==> config.mk <==
export PLATFORM = sky130hd
export DESIGN_NAME = zx_memory_io
export DESIGN_NICKNAME = d
export VERILOG_FILES = /design/src/verilog/zx_pkg.sv /design/src/verilog/bus_cycle_decode.sv /design/src/verilog/page_registers.sv /design/src/verilog/memory_map.sv /design/src/verilog/io_ports.sv /design/src/verilog/zx_memory_io.sv
export SDC_FILE = /design/constraint.sdc
export NUM_CORES = 1
export LEC_CHECK = 0
export BUFFER_PORTS_ARGS = -buffer_cell sky130_fd_sc_hd__buf_4
export CAP_MARGIN = 20
export CORE_UTILIZATION = 50
export DETAILED_ROUTE_END_ITERATION = 12
export GPL_ROUTABILITY_DRIVEN = 0
export PLACE_DENSITY = 0.88
export RECOVER_POWER = 100
export SYNTH_ARGS = -nofsm -noshare
export SYNTH_HDL_FRONTEND = slang
export SYNTH_HIERARCHICAL = 1
export SYNTH_SLANG_ARGS = --single-unit
==> constraint.sdc <==
create_clock -name clk_sys -period 4.8 [get_ports clk_sys]
set_clock_uncertainty 0.2 [all_clocks]
set_input_delay 0.24 -clock clk_sys [delete_from_list [all_inputs] [get_ports clk_sys]]
set_output_delay 0.24 -clock clk_sys [all_outputs]
set_load 0.03 [all_outputs]
==> src/verilog/zx_pkg.sv <==
// Spectrum paging core shared types, machine codes and port constants
`default_nettype none

package zx_pkg;

	// ==============================
	// Bus and memory widths
	// ==============================

	// Z80 address bus and data byte
	typedef logic [15:0] cpu_addr_t;
	typedef logic [7:0]  byte_t;

	// 2 MB byte-wide RAM
	typedef logic [20:0] ram_addr_t;

	// 16 KB page numbers
	typedef logic [5:0]  ram_page_t;
	typedef logic [3:0]  rom_page_t;

	// ROM pages live at RAM page 80 and up
	localparam logic [2:0] ROM_PAGE_BASE = 3'b101;

	// ==============================
	// Machine selection
	// ==============================

	typedef logic [2:0] machine_t;

	localparam machine_t MACHINE_128K  = 3'd0;
	localparam machine_t MACHINE_P1024 = 3'd1;
	localparam machine_t MACHINE_PROFI = 3'd2;
	localparam machine_t MACHINE_48K   = 3'd3;
	localparam machine_t MACHINE_PLUS3 = 3'd4;

	// Profi extension port, fully decoded
	localparam cpu_addr_t PROFI_PORT = 16'hDFFD;

	// ==============================
	// Joysticks
	// ==============================

	typedef logic [2:0] joy_mode_t;

	localparam joy_mode_t JOY_KEMPSTON   = 3'd0;
	localparam joy_mode_t JOY_SINCLAIR1  = 3'd1;
	localparam joy_mode_t JOY_SINCLAIR2  = 3'd2;
	localparam joy_mode_t JOY_SINCLAIR12 = 3'd3;
	localparam joy_mode_t JOY_CURSOR     = 3'd4;

	// Bit 0 right, 1 left, 2 down, 3 up, 4 fire1, 5 fire2
	typedef logic [5:0] joy_t;

endpackage

`default_nettype wire

==> src/verilog/bus_cycle_decode.sv <==
// I/O write decoder producing registered one-cycle port-write pulses
`timescale 1ns/10ps
`default_nettype none

module bus_cycle_decode (
	input  logic              clk_sys,
	input  logic              reset,
	input  zx_pkg::cpu_addr_t addr,
	input  zx_pkg::byte_t     cpu_dout,
	input  logic              iorq_n,
	input  logic              wr_n,
	input  logic              m1_n,
	input  logic              plus3,
	output logic              wr_7ffd,
	output logic              wr_1ffd,
	output logic              wr_eff7,
	output logic              wr_dffd,
	output logic              wr_ula,
	output zx_pkg::byte_t     wr_data
);

	import zx_pkg::*;

	logic io_wr;
	logic io_wr_q;
	logic io_wr_start;

	logic hit_7ffd;
	logic hit_1ffd;
	logic hit_eff7;
	logic hit_dffd;
	logic hit_ula;

	// Interrupt acknowledge also drives iorq_n low, so m1_n must be high
	assign io_wr       = ~iorq_n & ~wr_n & m1_n;
	assign io_wr_start = io_wr & ~io_wr_q;

	// ==============================
	// Partial port decoding
	// ==============================

	// On +3 the 7FFD decode also needs A14 so 1FFD can sit below it
	assign hit_7ffd = ~addr[15] & ~addr[1] & (addr[14] | ~plus3);
	assign hit_1ffd = ~addr[15] & ~addr[14] & ~addr[13] & addr[12] & ~addr[1];
	assign hit_eff7 = addr[15] & addr[14] & addr[13] & ~addr[12] & ~addr[3];
	assign hit_dffd = (addr == PROFI_PORT);
	assign hit_ula  = ~addr[0];

	always_ff @(posedge clk_sys) begin
		if (reset) begin
			io_wr_q <= 1'b0;
			wr_7ffd <= 1'b0;
			wr_1ffd <= 1'b0;
			wr_eff7 <= 1'b0;
			wr_dffd <= 1'b0;
			wr_ula  <= 1'b0;
		end else begin
			io_wr_q <= io_wr;
			wr_7ffd <= io_wr_start & hit_7ffd;
			wr_1ffd <= io_wr_start & hit_1ffd;
			wr_eff7 <= io_wr_start & hit_eff7;
			wr_dffd <= io_wr_start & hit_dffd;
			wr_ula  <= io_wr_start & hit_ula;
		end
	end

	// Data byte follows the pulse
	always_ff @(posedge clk_sys) begin
		if (io_wr_start) begin
			wr_data <= cpu_dout;
		end
	end

endmodule

`default_nettype wire

==> src/verilog/page_registers.sv <==
// Machine latch, 7FFD/1FFD/EFF7/DFFD paging registers and page lock
`timescale 1ns/10ps
`default_nettype none

module page_registers (
	input  logic              clk_sys,
	input  logic              reset,
	input  zx_pkg::machine_t  machine,
	input  logic              wr_7ffd,
	input  logic              wr_1ffd,
	input  logic              wr_eff7,
	input  logic              wr_dffd,
	input  zx_pkg::byte_t     wr_data,
	output zx_pkg::ram_page_t page_ram,
	output zx_pkg::rom_page_t page_rom,
	output logic              special_mode,
	output logic [1:0]        special_sel,
	output logic              plus3
);

	import zx_pkg::*;

	machine_t machine_q;

	logic is_48k;
	logic is_p1024;
	logic is_profi;

	// 7FFD fields in use: RAM bank, ROM select, lock
	logic [2:0] bank_7ffd;
	logic       rom_7ffd;
	logic       lock_7ffd;

	// 1FFD bits 2 to 0
	logic [2:0] reg_1ffd;

	// EFF7 bit 2 turns the Pentagon 7FFD extension off
	logic       ext_off_eff7;

	// Upper RAM page bits from Pentagon 7FFD or Profi DFFD
	logic [2:0] page_ext;

	logic page_lock;

	assign is_48k   = (machine_q == MACHINE_48K);
	assign is_p1024 = (machine_q == MACHINE_P1024);
	assign is_profi = (machine_q == MACHINE_PROFI);
	assign plus3    = (machine_q == MACHINE_PLUS3);

	// ==============================
	// Page lock
	// ==============================

	assign page_lock = is_48k
		| (~is_p1024 & lock_7ffd)
		| (is_p1024 & ext_off_eff7 & lock_7ffd);

	// ==============================
	// Register updates
	// ==============================

	always_ff @(posedge clk_sys) begin
		if (reset) begin
			// Mode is sampled only while reset is held
			machine_q    <= machine;
			bank_7ffd    <= 3'd0;
			rom_7ffd     <= 1'b0;
			lock_7ffd    <= 1'b0;
			reg_1ffd     <= 3'd0;
			ext_off_eff7 <= 1'b0;
			page_ext     <= 3'd0;
		end else begin
			if (wr_7ffd && !page_lock) begin
				bank_7ffd <= wr_data[2:0];
				rom_7ffd  <= wr_data[4];
				lock_7ffd <= wr_data[5];
				// Pentagon 1024 takes bits 5, 7, 6 as the page extension
				if (is_p1024 && !ext_off_eff7) begin
					page_ext <= {wr_data[5], wr_data[7:6]};
				end
			end else if (wr_1ffd && !page_lock && plus3) begin
				reg_1ffd <= wr_data[2:0];
			end

			if (wr_eff7 && is_p1024) begin
				ext_off_eff7 <= wr_data[2];
			end

			if (wr_dffd && is_profi) begin
				page_ext <= wr_data[2:0];
			end
		end
	end

	// ==============================
	// Page outputs
	// ==============================

	assign page_ram = {page_ext, bank_7ffd};

	always_comb begin
		if (is_48k) begin
			page_rom = 4'b1111;
		end else if (plus3) begin
			page_rom = {2'b10, reg_1ffd[2], rom_7ffd};
		end else begin
			page_rom = {3'b011, rom_7ffd};
		end
	end

	assign special_mode = reg_1ffd[0];
	assign special_sel  = reg_1ffd[2:1];

endmodule

`default_nettype wire

==> src/verilog/memory_map.sv <==
// CPU address to RAM address translation and RAM strobes
`timescale 1ns/10ps
`default_nettype none

module memory_map (
	input  logic              mreq_n,
	input  logic              rd_n,
	input  logic              wr_n,
	input  zx_pkg::cpu_addr_t addr,
	input  zx_pkg::ram_page_t page_ram,
	input  zx_pkg::rom_page_t page_rom,
	input  logic              special_mode,
	input  logic [1:0]        special_sel,
	output zx_pkg::ram_addr_t ram_addr,
	output logic              ram_we,
	output logic              ram_rd
);

	import zx_pkg::*;

	logic [1:0] slot;
	ram_page_t  special_page;
	ram_page_t  normal_page;

	// 16 KB slot of the Z80 address space
	assign slot = addr[15:14];

	// ==============================
	// +3 all-RAM layouts
	// ==============================

	always_comb begin
		case (special_sel)
			2'd0: special_page = {4'd0, slot};
			2'd1: special_page = {4'd1, slot};
			2'd2: special_page = (slot == 2'd3) ? 6'd3 : {4'd1, slot};
			default: begin
				// Layout 4, 7, 6, 3
				case (slot)
					2'd0: special_page = 6'd4;
					2'd1: special_page = 6'd7;
					2'd2: special_page = 6'd6;
					default: special_page = 6'd3;
				endcase
			end
		endcase
	end

	// Fixed pages 5 and 2 in the middle slots
	always_comb begin
		case (slot)
			2'd1: normal_page = 6'd5;
			2'd2: normal_page = 6'd2;
			default: normal_page = page_ram;
		endcase
	end

	always_comb begin
		if (special_mode) begin
			ram_addr = {1'b0, special_page, addr[13:0]};
		end else if (slot == 2'd0) begin
			ram_addr = {ROM_PAGE_BASE, page_rom, addr[13:0]};
		end else begin
			ram_addr = {1'b0, normal_page, addr[13:0]};
		end
	end

	// ==============================
	// Strobes
	// ==============================

	assign ram_rd = ~mreq_n & ~rd_n;

	// ROM slot is write protected unless all-RAM mode is on
	assign ram_we = ~mreq_n & ~wr_n & (special_mode | (slot != 2'd0));

endmodule

`default_nettype wire

==> src/verilog/io_ports.sv <==
// ULA output latch, joystick key mapping and I/O read-back multiplexer
`timescale 1ns/10ps
`default_nettype none

module io_ports (
	input  logic              clk_sys,
	input  logic              reset,
	input  zx_pkg::cpu_addr_t addr,
	input  logic              iorq_n,
	input  logic              rd_n,
	input  logic              m1_n,
	input  logic              wr_ula,
	input  zx_pkg::byte_t     wr_data,
	input  zx_pkg::joy_mode_t joy_mode,
	input  zx_pkg::joy_t      joy_0,
	input  zx_pkg::joy_t      joy_1,
	input  logic [4:0]        key_data,
	input  logic              tape_in,
	output zx_pkg::byte_t     cpu_din,
	output logic [2:0]        border,
	output logic              ear_out,
	output logic              mic_out
);

	import zx_pkg::*;

	// Keys 6 to 0 as bits 4 to 0: left, right, down, up, fire
	function automatic logic [4:0] sinclair1_keys(input joy_t j);
		return {j[1], j[0], j[2], j[3], j[4]};
	endfunction

	// Keys 5 to 1 as bits 4 to 0: fire, up, down, right, left
	function automatic logic [4:0] sinclair2_keys(input joy_t j);
		return {j[4], j[3], j[2], j[0], j[1]};
	endfunction

	// Cursor on the 6-0 row: down, up, right, unused, fire
	function automatic logic [4:0] cursor_keys(input joy_t j);
		return {j[2], j[3], j[0], 1'b0, j[4]};
	endfunction

	logic       io_rd;
	byte_t      kempston_byte;
	logic [4:0] keys_row_a12;
	logic [4:0] keys_row_a11;
	logic [4:0] joy_mask;

	// ==============================
	// ULA output latch
	// ==============================

	always_ff @(posedge clk_sys) begin
		if (reset) begin
			border  <= 3'd0;
			ear_out <= 1'b0;
			mic_out <= 1'b0;
		end else if (wr_ula) begin
			border  <= wr_data[2:0];
			ear_out <= wr_data[4];
			mic_out <= wr_data[3];
		end
	end

	// ==============================
	// Joystick mapping
	// ==============================

	assign kempston_byte = (joy_mode == JOY_KEMPSTON) ? {2'b00, joy_0 | joy_1} : 8'h00;

	always_comb begin
		keys_row_a12 = 5'd0;
		keys_row_a11 = 5'd0;
		// Sinclair I+II splits the two sticks across both rows
		if (joy_mode == JOY_SINCLAIR1 || joy_mode == JOY_SINCLAIR12) begin
			keys_row_a12 = keys_row_a12 | sinclair1_keys(joy_0);
		end
		if (joy_mode == JOY_SINCLAIR1) begin
			keys_row_a12 = keys_row_a12 | sinclair1_keys(joy_1);
		end
		if (joy_mode == JOY_SINCLAIR2 || joy_mode == JOY_SINCLAIR12) begin
			keys_row_a11 = keys_row_a11 | sinclair2_keys(joy_1);
		end
		if (joy_mode == JOY_SINCLAIR2) begin
			keys_row_a11 = keys_row_a11 | sinclair2_keys(joy_0);
		end
		if (joy_mode == JOY_CURSOR) begin
			keys_row_a12 = cursor_keys(joy_0) | cursor_keys(joy_1);
			// Left is key 5, on the other half row
			keys_row_a11 = {joy_0[1] | joy_1[1], 4'b0000};
		end
	end

	// Active-low key mask, only for the half rows being scanned
	assign joy_mask = ({5{addr[12]}} | ~keys_row_a12) & ({5{addr[11]}} | ~keys_row_a11);

	// ==============================
	// Read-back multiplexer
	// ==============================

	assign io_rd = ~iorq_n & ~rd_n & m1_n;

	always_comb begin
		cpu_din = 8'hFF;
		if (io_rd) begin
			if (addr[7:0] == 8'h1F) begin
				cpu_din = kempston_byte;
			end else if (!addr[0]) begin
				cpu_din = {1'b1, ~tape_in, 1'b1, key_data & joy_mask};
			end
		end
	end

endmodule

`default_nettype wire

==> src/verilog/zx_memory_io.sv <==
// Spectrum memory paging and I/O port core between the Z80 bus and RAM
`timescale 1ns/10ps
`default_nettype none

module zx_memory_io (
	input  logic              clk_sys,
	input  logic              reset,
	input  zx_pkg::cpu_addr_t addr,
	input  zx_pkg::byte_t     cpu_dout,
	input  logic              mreq_n,
	input  logic              iorq_n,
	input  logic              rd_n,
	input  logic              wr_n,
	input  logic              m1_n,
	input  zx_pkg::machine_t  machine,
	input  zx_pkg::joy_mode_t joy_mode,
	input  zx_pkg::joy_t      joy_0,
	input  zx_pkg::joy_t      joy_1,
	input  logic [4:0]        key_data,
	input  logic              tape_in,
	output zx_pkg::ram_addr_t ram_addr,
	output logic              ram_we,
	output logic              ram_rd,
	output zx_pkg::byte_t     cpu_din,
	output logic [2:0]        border,
	output logic              ear_out,
	output logic              mic_out
);

	import zx_pkg::*;

	// Port write pulses
	logic  wr_7ffd;
	logic  wr_1ffd;
	logic  wr_eff7;
	logic  wr_dffd;
	logic  wr_ula;
	byte_t wr_data;

	// Paging state
	ram_page_t  page_ram;
	rom_page_t  page_rom;
	logic       special_mode;
	logic [1:0] special_sel;
	logic       plus3;

	bus_cycle_decode i_bus_cycle_decode (
		.clk_sys  (clk_sys),
		.reset    (reset),
		.addr     (addr),
		.cpu_dout (cpu_dout),
		.iorq_n   (iorq_n),
		.wr_n     (wr_n),
		.m1_n     (m1_n),
		.plus3    (plus3),
		.wr_7ffd  (wr_7ffd),
		.wr_1ffd  (wr_1ffd),
		.wr_eff7  (wr_eff7),
		.wr_dffd  (wr_dffd),
		.wr_ula   (wr_ula),
		.wr_data  (wr_data)
	);

	page_registers i_page_registers (
		.clk_sys      (clk_sys),
		.reset        (reset),
		.machine      (machine),
		.wr_7ffd      (wr_7ffd),
		.wr_1ffd      (wr_1ffd),
		.wr_eff7      (wr_eff7),
		.wr_dffd      (wr_dffd),
		.wr_data      (wr_data),
		.page_ram     (page_ram),
		.page_rom     (page_rom),
		.special_mode (special_mode),
		.special_sel  (special_sel),
		.plus3        (plus3)
	);

	memory_map i_memory_map (
		.mreq_n       (mreq_n),
		.rd_n         (rd_n),
		.wr_n         (wr_n),
		.addr         (addr),
		.page_ram     (page_ram),
		.page_rom     (page_rom),
		.special_mode (special_mode),
		.special_sel  (special_sel),
		.ram_addr     (ram_addr),
		.ram_we       (ram_we),
		.ram_rd       (ram_rd)
	);

	io_ports i_io_ports (
		.clk_sys  (clk_sys),
		.reset    (reset),
		.addr     (addr),
		.iorq_n   (iorq_n),
		.rd_n     (rd_n),
		.m1_n     (m1_n),
		.wr_ula   (wr_ula),
		.wr_data  (wr_data),
		.joy_mode (joy_mode),
		.joy_0    (joy_0),
		.joy_1    (joy_1),
		.key_data (key_data),
		.tape_in  (tape_in),
		.cpu_din  (cpu_din),
		.border   (border),
		.ear_out  (ear_out),
		.mic_out  (mic_out)
	);

endmodule

`default_nettype wire

-- Word-level counts from Yosys, hierarchy flattened
Cells that the tools add are included.
- bitwise operators: 57
- reduce and logical (&&, ||, !) cells: 18
- multiplexer cells: 21
- equality and inequality tests: 15
- operators by type and width (cell ; number):
    $mux 21 ; 2
    $mux 5 ; 6
    $and 1x1->1 ; 26
    $or 5x5->5 ; 5
    $pmux 6 s3 ; 1
    $eq 16x16->1 const B ; 1
    $mux 8 ; 2
    $not 1->1 ; 16
    $eq 3x2->1 const B ; 4
    $mux 3 ; 4
    $pmux 6 s2 ; 1
    $and 5x5->5 ; 2
    $not 5->5 ; 2
    $pmux 3 s3 ; 1
    $eq 8x5->1 const B ; 1
    $mux 4 ; 2
    $mux 7 ; 1
    $eq 2x2->1 const B ; 3
    $eq 3x1->1 const B ; 2
    $eq 3x3->1 const B ; 2
    $logic_and 1x1->1 ; 6
    $mux 6 ; 1
    $or 6x6->6 ; 1
    $reduce_bool 2->1 ; 3
    7 further kinds ; 16
- flip-flop bits (word level): 34
- word-level logic and storage cells: 128
- input port bits: 55

-- Logic depth before layout (Yosys ltp)
- depth after elaboration: 13
- mapped depth: 6
- depth with buffers taken out: 5

-- By module
Netlist, hierarchy kept.
- modules (own cells, without submodules) (module ; cells an instance ; instances ; area an instance (um^2)):
    page_registers ; 70 ; 1 ; 725.7
    io_ports ; 78 ; 1 ; 556.8
    bus_cycle_decode ; 32 ; 1 ; 491.7
    memory_map ; 51 ; 1 ; 371.6

-- Least setup slack after synthesis
No wires, ideal clock.
- path kind: input to output
- from: input port joy_mode[1]
- to: output port cpu_din[2]
- data arrival time: 1773 ps
- stages on the path: 5
- setup slack: 2587 ps
- cells stage by stage: or3b_1 > buf_2 > nor3_2 > nor2_1 > a222oi_1
- longest elaborated chain between the ends: 13
- RTL lines (what ; line ; text):
    from (decl) ; zx_memory_io.sv:16 ; input zx_pkg::joy_mode_t joy_mode,
    $eq 3x1->1, or another cell as far along ; io_ports.sv:74, io_ports.sv:77 ;
    $logic_or 1x1->1 (on tied branches) ; io_ports.sv:74, io_ports.sv:80 ;
    $mux 5 (on tied branches) ; io_ports.sv:74, io_ports.sv:80 ;
    $or 5x5->5 (on tied branches) ; io_ports.sv:78, io_ports.sv:84 ;
    $mux 5 (on tied branches) ; io_ports.sv:77, io_ports.sv:83 ;
    $mux 5 ; io_ports.sv:86 ; if (joy_mode == JOY_CURSOR) begin
    $not 5->5 ; io_ports.sv:94 ; assign joy_mask = ({5{addr[12]}} | ~keys_row_a12) & ({5{addr[11]}} | ~keys_row_a11);
    $or 5x5->5 ; io_ports.sv:94 ;
    $and 5x5->5 ; io_ports.sv:94 ;
    $and 5x5->5 ; io_ports.sv:108 ; cpu_din = {1'b1, ~tape_in, 1'b1, key_data & joy_mask};
    $mux 7 ; io_ports.sv:107 ; end else if (!addr[0]) begin
    $mux 8 (*) ; io_ports.sv:105 ; if (addr[7:0] == 8'h1F) begin
    $mux 8 (*) ; io_ports.sv:104 ; if (io_rd) begin
    to (decl) ; zx_memory_io.sv:24 ; output zx_pkg::byte_t cpu_din,
Every way passes the cells marked *; elsewhere a longest branch is shown, timed or not.

-- Worst setup path after layout
- from: input port addr[0]
- to: output port cpu_din[4]
- longest elaborated chain between the ends: 3
- RTL lines (what ; line ; text):
    from (decl) ; zx_memory_io.sv:8 ; input zx_pkg::cpu_addr_t addr,
    $eq 8x5->1 / $mux 7 (equally long branches) ; io_ports.sv:105, io_ports.sv:107 ;
    $mux 8 (*) ; io_ports.sv:105 ;
    $mux 8 (*) ; io_ports.sv:104 ;
Marks and branches as above.

==> impl_metrics.csv <==
group,metric,value,unit
drt,drt-initial-drc-count,100,
final_layout,final_cells,374,
final_layout,nNetsFinal,383,
drt,ant_nets,0,
synthesis,synth_cell_type_count,54,
power,switching_share,0.249,
final_layout,seqCellArea,791,sq um
final_layout,final_area,2870,sq um
floorplanning,start_util,0.529,
clock_network,tritoncts,"done",
grt,grt_usage,0.267,
synthesis,ys_async_sr_fraction,0,
synthesis,synthCells,231,
critical_path,r2r.worst_path.cells,3,
synthesis,yosysSeqAreaShare,0.369,
final_layout,n_antenna_cell,0,
timing,fmax,315,MHz
drt,wire_per_inst,15.3,microns
power,finalPower,764,uW
grt,grt_pass1_vias,2017,
final_layout,drive_gt1_frac,0.216,
run,cap_violations,1,
power,p_int,574,uW
clock_network,cts_resized,0,
final_layout,area_growth,33.5,%
synthesis,yosysWarnings,6,
synthesis,synth-xor-area-share,0,
critical_path,cp.arrival,2740,ps
timing,period_minus_slack,3180,ps
power,power.density,267,nW/um^2
clock_network,cts_sinks,34,
power,power_frac_seq,0.403,
power,p_leak,0.00110,uW
power,comb_power_share,0.184,
timing,post-route-period-util,0.662,
clock_network,htreeDepth,2,
final_layout,layout_commonest_cell,"buf_4",
power,switchingPower,190,uW
synthesis,muxShareOfSynthArea,0.0904,
synthesis,synth_seq_cells,34,
timing,slew_headroom,-0.476,
critical_path,critPathMaxFanout,7,
synthesis,syn_avg_cell_area,9.29,sq um
critical_path,start_kind,"input port",
floorplanning,core,4060,sq um
synthesis,synth_top_family_by_area,"simple AND/OR/NAND/NOR gates",
clock_network,cts_made_buffers,5,
grt,grt_antenna_before_repair,0,
placement,hpwl,4.25,mm
placement,io_buffers,90,
power,clkPwrFrac,0.412,
timing,finalSetupViolations,0,
timing,worstMarginPinSlew,2180,ps
synthesis,synth.area.top_cells,"dfxtp_1 (21%), edfxtp_1 (15%), mux2i_1 (7.5%)",
timing,rsz0062_at_grt,"false",
floorplanning,die_w,67.5,microns
placement,dp_cells,349,
floorplanning,ios,91,
grt,grt_first_pass_wirelength,9.00,mm
synthesis,synth_edf_count,11,
synthesis,synthFlopType,"dfxtp_1",
synthesis,synthAdderAreaFrac,0.0292,
timing,finalMaxSlewViolations,11,
critical_path,crit_path_end_kind,"primary output",
run_status,violations,"capacitance limit, slew limit",
clock_network,clk_pin_slew_worst_paths,70,ps
final_layout,nFillCells,343,
timing,hold_viol,0,
drt,drc,0,
synthesis,synth_compound_area_frac,0.158,
run_status,status,"complete, but fails checks",
floorplanning,die_area,4560,sq um
synthesis,synth_simple_gate_area_frac,0.275,
final_layout,multi_input_area,1140,sq um
synthesis,syn_area,2150,sq um
clock_network,cts_buffer_depth,2,
synthesis,yosys.area.top_type,"dfxtp_1",
drt,routed_wl,5.73,mm
power,vdd_drop_max,0.334,mV
critical_path,crit_required,4360,ps
synthesis,syn-num-nets,291,
worst_hold_path,hold_path.class,"input port to flip-flop",
clock_network,clock_latency,290,ps
floorplanning,rows,23,
drt,vias,2132,
clock_network,clock-root-buffer,"clkbuf_8",
floorplanning,die_y,67.5,microns
timing,tns,0,ps
grt,grt_max_degree,28,
grt,overflow,0,
placement,placed_area,2740,sq um
drt,dr.pass1.iters,5,
synthesis,synth.top_cell.area_share,0.215,
critical_path,critPathKind,"input port to primary output",
clock_network,cts_setup_buffers,0,
worst_hold_path,worstHoldPathCells,3,
final_layout,mostFrequentLayoutCells,"buf_4 (42), clkbuf_1 (37), nor2_1 (23), dfxtp_1 (23), dlygate4sd3_1 (17)",
drt,vias_per_cell,5.70,
==> worst max-delay path: stages <==
cell and delay (ps):
dlygate4sd3_1 540, clkbuf_1 170, nor4b_1 910, nand2b_1 230, a211oi_1 280, a211oi_1 90, clkbuf_1 270
==> final timing paths <==
| kind | end | slack, ps | start |
|---|---|---|---|
| max | cpu_din[4] | 1620 | addr[0] |
| min reg2reg | i_page_registers/rom_7ffd | 280 | i_page_registers/rom_7ffd |
| min | i_bus_cycle_decode/wr_dffd | 20 | addr[2] |
| max reg2reg | i_bus_cycle_decode/wr_1ffd | 2000 | i_bus_cycle_decode/io_wr_q |
==> registers in the layout, summed over array words and instances (netlist names) <==
register,cells
i_page_registers/page_ext,3
i_bus_cycle_decode/wr_1ffd,1
i_io_ports/border,3
i_page_registers/reg_1ffd,3
i_bus_cycle_decode/wr_data,8
i_io_ports/mic_out,1
i_io_ports/ear_out,1
i_page_registers/ext_off_eff7,1
i_page_registers/machine_q,3
i_bus_cycle_decode/io_wr_q,1
i_bus_cycle_decode/wr_ula,1
i_bus_cycle_decode/wr_dffd,1
i_bus_cycle_decode/wr_7ffd,1
i_page_registers/lock_7ffd,1
i_page_registers/rom_7ffd,1
i_bus_cycle_decode/wr_eff7,1
i_page_registers/bank_7ffd,3
==> final cells by class <==
| type | count | share of cell area |
|---|---|---|
| Multi-Input combinational cell | 167 | 0.397 |
| Sequential cell | 34 | 0.276 |
| Timing Repair Buffer | 107 | 0.247 |
| Clock buffer | 5 | 0.0240 |
| Clock inverter | 3 | 0.0240 |
| Tap cell | 50 | 0.0218 |
| Inverter | 8 | 0.0105 |
==> synthesized netlist by cell type, types with 4 or more instances <==
cell type / n
mux2i_1: 16
nor3_1: 7
nand2b_1: 16
nor2_1: 23
nand2_1: 7
o21ai_0: 15
edfxtp_1: 11
nor2b_1: 6
o211ai_1: 4
clkbuf_1: 4
buf_2: 4
inv_1: 8
a21oi_1: 11
buf_4: 14
ha_1: 5
dfxtp_1: 23
==> what timing repair did <==
| item | in CTS | in global routing |
|---|---|---|
| hold buffers | 17 | 0 |
| endpoints found under the hold margin | 16 | 0 |
| endpoints found under the setup margin | 0 | 0 |
==> logic make-up (layout without fill, tap and decap cells) <==
kind of cell | count (synthesis) | in the layout
compound gates | 49 | 49
mux | 19 | 19
fa+ha+maj | 5 | 5
flops | 34 | 34
buf+inv | 30 | 123
simple gates | 94 | 94
==> through the flow <==
stage	hold slack [ps]	setup slack [ps]	utilization
after detailed placement	220	2650	0.676
after floorplan	112	2590	-
after global routing	26.3	1350	0.706
after global placement	219	2590	0.676
after CTS	17.2	2130	0.752
final	21.6	1620	0.706
==> power by group through the flow <==
stage                     Sequential [uW]  Combinational [uW]  Clock (uW)
after floorplan                       314                76.4           0
after global placement                314                 140           0
after detailed placement              315                 142           0
after CTS                             308                 153         318
after global routing                  309                 151         330
final                                 308                 141         315
==> routing by layer <==
metal	share of wire	GRT usage
met1	0.40	0.322
met2	0.51	0.460
met3	0.069	0.0726
met4	0.017	0.0718
met5	0	0
No activity file was read; power rests on OpenSTA's default activity.
